### src/include/mem_stage_params.svh
// width, RAM size and memory wait-cycle macros for the memory stage
`ifndef MEM_STAGE_PARAMS_SVH
`define MEM_STAGE_PARAMS_SVH

// ****************************************
// datapath
// ****************************************
`define XLEN            64      // data and address width
`define REG_ADDR_BITS   5       // register file index

// ****************************************
// data RAM
// ****************************************
`define DMEM_WORDS      256     // 64-bit words
`define DMEM_ADDR_BITS  8       // word index width, log2 of DMEM_WORDS

// fixed latency stand-in for the data cache
`define MEM_WAIT_CYCLES 2       // must be at least 1

`endif

### src/hdl/mem_stage_pkg.sv
// opcode enum, operation class enum and instruction word union
package mem_stage_pkg;

    // ****************************************
    // major opcodes, bits 6:0 of the word
    // ****************************************
    typedef enum logic [6:0] {
        OPC_LOAD      = 7'b0000011,
        OPC_STORE     = 7'b0100011,
        OPC_OP        = 7'b0110011,
        OPC_OP_IMM    = 7'b0010011,
        OPC_OP_32     = 7'b0111011,
        OPC_OP_IMM_32 = 7'b0011011,
        OPC_LUI       = 7'b0110111,
        OPC_AUIPC     = 7'b0010111,
        OPC_JAL       = 7'b1101111,
        OPC_JALR      = 7'b1100111
    } rv_opcode_e;

    // what the stage does with the instruction
    typedef enum logic [2:0] {
        CLASS_NONE  = 3'd0,     // no writeback, no memory
        CLASS_ALU   = 3'd1,     // writes execute result
        CLASS_LINK  = 3'd2,     // writes pc + 4
        CLASS_LOAD  = 3'd3,
        CLASS_STORE = 3'd4
    } op_class_e;

    // one instruction word, two decodings
    typedef union packed {
        struct packed {
            logic [6:0]  funct7;
            logic [4:0]  rs2;
            logic [4:0]  rs1;
            logic [2:0]  funct3;
            logic [4:0]  rd;       // writeback destination
            rv_opcode_e  opcode;
        } reg_view;
        struct packed {
            logic [6:0]  imm_hi;
            logic [4:0]  rs2;      // store data source
            logic [4:0]  rs1;
            logic [2:0]  funct3;   // access width, bit 2 = unsigned
            logic [4:0]  imm_lo;
            rv_opcode_e  opcode;
        } store_view;
    } rv_inst_u;

endpackage

### src/hdl/lsu_align.sv
// store lane placement and byte mask, store-data forwarding, load extraction
`timescale 1ns/1ps
`include "mem_stage_params.svh"

module lsu_align import mem_stage_pkg::*; (
    input  rv_inst_u                   held_inst,
    input  logic [`XLEN-1:0]           held_alu_result,   // byte address
    input  logic [`XLEN-1:0]           held_store_data,
    input  logic                       wb_wen,
    input  logic [`REG_ADDR_BITS-1:0]  wb_rd,
    input  logic [`XLEN-1:0]           wb_data,
    output logic [`DMEM_ADDR_BITS-1:0] ram_index,
    output logic [`XLEN-1:0]           ram_wdata,
    output logic [7:0]                 ram_wmask,
    input  logic [`XLEN-1:0]           ram_rdata,
    output logic [`XLEN-1:0]           load_data
);

    logic [2:0]       funct3;       // width in 1:0, unsigned in 2
    logic [4:0]       rs2;
    logic [2:0]       offset;       // byte lane inside the word
    logic [5:0]       lane_shift;   // same offset in bits
    logic             fwd_hit;
    logic [`XLEN-1:0] store_src;
    logic [7:0]       size_mask;    // lanes touched, before the shift
    logic [`XLEN-1:0] rd_lane;      // load lane moved down to bit 0

    assign funct3     = held_inst.store_view.funct3;
    assign rs2        = held_inst.store_view.rs2;
    assign offset     = held_alu_result[2:0];
    assign lane_shift = {offset, 3'b000};
    assign ram_index  = held_alu_result[3 +: `DMEM_ADDR_BITS];   // word address

    // ****************************************
    // store side
    // ****************************************
    // writeback stage value is newer than the one captured at issue
    assign fwd_hit   = wb_wen && (wb_rd == rs2) && (rs2 != 5'd0);
    assign store_src = fwd_hit ? wb_data : held_store_data;

    always_comb begin
        case (funct3[1:0])
            2'd0:    size_mask = 8'h01;   // sb
            2'd1:    size_mask = 8'h03;   // sh
            2'd2:    size_mask = 8'h0f;   // sw
            default: size_mask = 8'hff;   // sd
        endcase
    end

    // aligned only, so the lane never crosses the word
    assign ram_wdata = store_src << lane_shift;
    assign ram_wmask = size_mask << offset;

    // ****************************************
    // load side
    // ****************************************
    assign rd_lane = ram_rdata >> lane_shift;

    always_comb begin
        case (funct3)
            3'b000:  load_data = {{(`XLEN-8){rd_lane[7]}}, rd_lane[7:0]};     // lb
            3'b001:  load_data = {{(`XLEN-16){rd_lane[15]}}, rd_lane[15:0]};  // lh
            3'b010:  load_data = {{(`XLEN-32){rd_lane[31]}}, rd_lane[31:0]};  // lw
            3'b100:  load_data = {{(`XLEN-8){1'b0}}, rd_lane[7:0]};           // lbu
            3'b101:  load_data = {{(`XLEN-16){1'b0}}, rd_lane[15:0]};         // lhu
            3'b110:  load_data = {{(`XLEN-32){1'b0}}, rd_lane[31:0]};         // lwu
            default: load_data = rd_lane;                                     // ld
        endcase
    end

endmodule

### config.mk
export PLATFORM = sky130hd
export DESIGN_NAME = lsu_align
export DESIGN_NICKNAME = d
export VERILOG_FILES = /design/src/hdl/mem_stage_pkg.sv /design/src/hdl/lsu_align.sv
export VERILOG_INCLUDE_DIRS = /design/src /design/src/include
export SDC_FILE = /design/constraint.sdc
export NUM_CORES = 1
export LEC_CHECK = 0
export ABC_AREA = 1
export BUFFER_PORTS_ARGS = -buffer_cell sky130_fd_sc_hd__buf_4
export CAP_MARGIN = 10
export CORE_AREA = 2 2 171 173
export DETAILED_ROUTE_END_ITERATION = 10
export DIE_AREA = 0 0 173 175
export GPL_TIMING_DRIVEN = 1
export PLACE_DENSITY = 0.44
export SLEW_MARGIN = 20
export SYNTH_ARGS = -nofsm -noshare
export SYNTH_HDL_FRONTEND = slang
export SYNTH_SLANG_ARGS = --single-unit
### constraint.sdc
create_clock -name vclk -period 3.1
set_clock_uncertainty 0.15 [all_clocks]
set_input_delay 0.31 -clock vclk [all_inputs]
set_output_delay 0.31 -clock vclk [all_outputs]
set_load 0.01 [all_outputs]
# Word level (Yosys, flattened, before mapping)
# Cells that the tools add are included.
# W data, S select, Z words.
[totals] register_bits=0 in_bits=294 output_inout_bits=144 elab_cells=19
[classes] n_eq_ne=8 n_shift=3 n_mux=3 reduce_logical=5
[op_table] op="$pmux W64 S6" n=1
[op_table] op="$mux W64" n=1
[op_table] op="$shl A64 B6 Y64" n=1
[op_table] op="$shr A64 B6 Y64" n=1
[op_table] op="$pmux W8 S3" n=1
[op_table] op="$eq A3 B3 Y1 const B" n=3
[op_table] op="$shl A8 B3 Y8" n=1
[op_table] op="$eq A5 B5 Y1" n=1
[op_table] op="$reduce_bool A5 Y1" n=1
[op_table] op="$eq A3 B1 Y1 const B" n=1
[op_table] op="$eq A3 B2 Y1 const B" n=1
[op_table] op="$logic_not A3 Y1" n=1
[op_table] op="$eq A2 B1 Y1 const B" n=1
[op_table] op="$eq A2 B2 Y1 const B" n=1
[op_table] op="$logic_and A1 B1 Y1" n=2
[op_table] op="$logic_not A2 Y1" n=1

# Depth between registers and ports, before layout
[depth] ltp_word=5 mapped_depth=14 mapped_depth_nobuf=13

# Least setup slack after synthesis
# Ideal clock, no wire load.
[synth_path] path_type="input port to output port" from="input held_alu_result[0]" to="output load_data[17]" arrival_time_ps=1577 t_required_ps=2640 slack_ps=1063 stages=12 path_buffers=3 cell_sequence="buf_4 > inv_4 > nand2_1 > o21ai_1 > o21ai_1 > o21ai_2 > nand2_2 > o21ai_2 > inv_2 > buf_6 > buf_6 > nand2_1"
[synth_between] elab_chain_len=2
[synth_rtl] element="from (decl)" line_no="lsu_align.sv:7" text="input logic [`XLEN-1:0] held_alu_result,"
[synth_rtl] element="$shr A64 B6 Y64" line_no="lsu_align.sv:57" text="assign rd_lane = ram_rdata >> lane_shift;"
[synth_rtl] element="$pmux W64 S6" line_no="lsu_align.sv:60" text="case (funct3)"
[synth_rtl] element="to (decl)" line_no="lsu_align.sv:16" text="output logic [`XLEN-1:0] load_data"
# Every way passes these cells.

# Worst setup path after layout
[layout_path] from="input held_inst[20] (netlist name)" to="output ram_wdata[53]"
[layout_between] elab_chain_len=5 word_cells_on_any_way=6
[layout_rtl] element="from (decl)" line_no="lsu_align.sv:6" text="input rv_inst_u held_inst,"
[layout_rtl] element="$eq A5 B5 Y1" line_no="lsu_align.sv:38" text="assign fwd_hit = wb_wen && (wb_rd == rs2) && (rs2 != 5'd0);"
[layout_rtl] element="$logic_and A1 B1 Y1" line_no="lsu_align.sv:38"
[layout_rtl] element="$logic_and A1 B1 Y1 *" line_no="lsu_align.sv:38"
[layout_rtl] element="$mux W64 *" line_no="lsu_align.sv:39" text="assign store_src = fwd_hit ? wb_data : held_store_data;"
[layout_rtl] element="$shl A64 B6 Y64 *" line_no="lsu_align.sv:51" text="assign ram_wdata = store_src << lane_shift;"
[layout_rtl] element="to (decl)" line_no="lsu_align.sv:13" text="output logic [`XLEN-1:0] ram_wdata,"
# Every way passes the cells marked *; elsewhere a longest branch is shown, timed or not.

==> results.yml <==
critical_path:
  end_kind: "primary output"
  critical_path_class: "primary input to primary output"
  cp-start-kind: "primary input"
  required_ps: 2640
  worstSetupEndpoint: "ram_wdata[53]"
  arrival_ps: 2320
  worstSetupStartpoint: "held_inst[20]"
  critPathMaxFanout: 33
route:
  drtAntennaViolNets: 0
  wl_per_cell_um: 18.3
  drtIter0Drc: 443
  drc: 0
  via_per_inst: 4.78
  drt-total-wl_um: 33900
  num_vias: 8861
  firstDrtPassIters: 5
die:
  die_w_um: 173
  core_area_um2: 28400
  core.rowCount: 62
  initial_core_util_pct: 19.2
  io_pins: 438
  dieArea_um2: 30300
  die_h_um: 175
cts:
  ctsHoldBuffers: 0
  post_cts_buffers: 0
  cts.repair.resized: 0
final_layout:
  mostFrequentLayoutCells: "nand2_1, buf_4, nand3_1"
  postLayoutCellArea_um2: 8320
  layout_commonest_cell: "nand2_1"
  fill_cells: 3404
  nets: 1765
  ff_latch_area_um2: 0
  drive_gt1_share_pct: 26.1
  multi_input_comb_area_um2: 4460
  clockBufferCount: 0
  seq_cell_count: 0
  syn2layout_area_growth_pct: 52.3
timing:
  setup_tns_ps: 0
  max_freq_ghz: 0.360
  fin_crit_sh_pct: 89.5
  rsz0062_at_grt: "false"
  tightest_slew_ps: 988
  setup_viol: 0
  layout_min_cycle_time_ps: 2780
  hold_viol: 0
  relSlewSlack_pct: 33.9
  final_max_slew_viol_count: 0
hold_path:
  hp-class: "primary input to primary output"
  min_from: "held_alu_result[6]"
logic_synthesis:
  synth_top_family_by_area: "simple AND/OR/NAND/NOR gates"
  yosysSeqAreaShare_pct: 0
  synthAdderAreaFrac_pct: 0
  syn_area_per_cell_um2: 4.54
  synth.area.mux_share_pct: 1.47
  synth.area.top_cells: "nand2_1, nand3_1, inv_1"
  synth_top_area_share_pct: 30.1
  synth_area_um2: 5460
  synth_cell_type_count: 34
  netlist_instances: 1204
  synthXorXnorAreaFrac_pct: 0
  synth-simple-area-share_pct: 61.5
  ys_warn_count: 0
  yosys.area.top_type: "nand2_1"
  synth_compound_area_share_pct: 18.3
  syn-num-nets: 1498
pwr:
  p_total_uw: 1400
  irDropWorstVdd_mv: 0.0687
  power_density_nw_per_um2: 168
  leakage_uw: 0.00484
global_routing:
  grt_pass1_wl_um: 51100
  grtUsageTotal_pct: 21.2
  grt_max_degree: 79
  grt_pass1_vias: 8898
  overflow: 0
  antenna_found_initial: 2
status:
  status: "finished, final reports clean"
placement:
  placedInstanceArea_um2: 8310
  io_buffers: 345
  hpwl_um: 26200
  gp_congestion: 0.921
run:
  cap_viol_max_count: 0
-- Yosys cell counts --
master	n
nor3_1	1
nor2_1	58
inv_1	137
o21ai_0	58
buf_6	2
o221ai_1	3
or2_1	1
clkinv_1	2
nand3_1	256
o2bb2ai_1	4
clkbuf_1	50
buf_2	23
o2111ai_1	1
nor2_4	1
o22ai_1	15
nand4_1	2
o211ai_1	38
a22oi_1	4
o21ai_2	2
nand2_1	438
nand2_2	1
inv_2	4
inv_4	1
o31ai_1	1
o21ai_1	8
nand3b_1	16
a31o_2	1
buf_1	17
nand4_2	1
and2_1	5
buf_4	12
a21oi_1	31
mux2i_1	8
nor2_2	2
-- how the worst min path moves through the flow --
stage	cells after the start	end	slack, ps
floorplan	1	ram_wmask[0]	520
CTS	0	ram_index[3]	470
global placement	0	ram_index[3]	470
finish	0	ram_index[3]	470
global route	0	ram_index[5]	470
detailed placement	0	ram_index[3]	470
-- cell families (layout without fill, tap and decap cells) --
logic type | count (synthesis) | after routing
and+or+nand+nor | 782 | 782
buffers and inverters | 248 | 513
AOI/OAI and AO/OA | 166 | 166
muxes | 8 | 8
other | 0 | 1
-- per-layer routing --
| layer | track usage [%] | part of all wire [%] | vias to the layer above | wire length (um) |
|---|---|---|---|---|
| met2 | 40.5 | 50 | 346 | 17100 |
| met1 | 23.7 | 39 | 4031 | 13400 |
| li1 | - | - | 4444 | - |
| met5 | 0 | 0.038 | - | 13 |
| met3 | 5.29 | 8.1 | 38 | 2760 |
| met4 | 3.60 | 1.9 | 2 | 639 |
-- cell type report --
cell class / instances / area share [%]
multi-input cells: 956 / 53.6
inverters: 144 / 6.55
diodes: 1 / 0.0301
well taps: 384 / 5.78
repair buffers: 369 / 34.1
-- through the flow --
stage / worst slack, ps / util (%) / hold WS [ps] / instances
after floorplan: 1060 / - / 525 / 1204
after CTS: 308 / 29.3 / 470 / 1853
after global routing: 118 / 29.3 / 470 / 1853
final: 325 / 29.3 / 470 / 1854
after detailed placement: 308 / 29.3 / 470 / 1853
after global placement: 308 / 29.3 / 470 / 1853
-- worst max-delay path, stage by stage --
cell,delay (ps)
buf_4,120
nand2_1,50
nand2_1,60
nor2_1,180
nand4_4,390
buf_12,320
nand2_1,120
nand2_1,90
o21ai_1,220
nand3_1,160
nand2_1,140
buf_4,130
-- report_power, final --
part            leakage (uW)  switching (uW)  internal [uW]
logic                0.00484             793            605
registers                  0               0              0
clock network  0.00000000634               0      0.0000432
No activity file was read; power rests on OpenSTA's default activity.
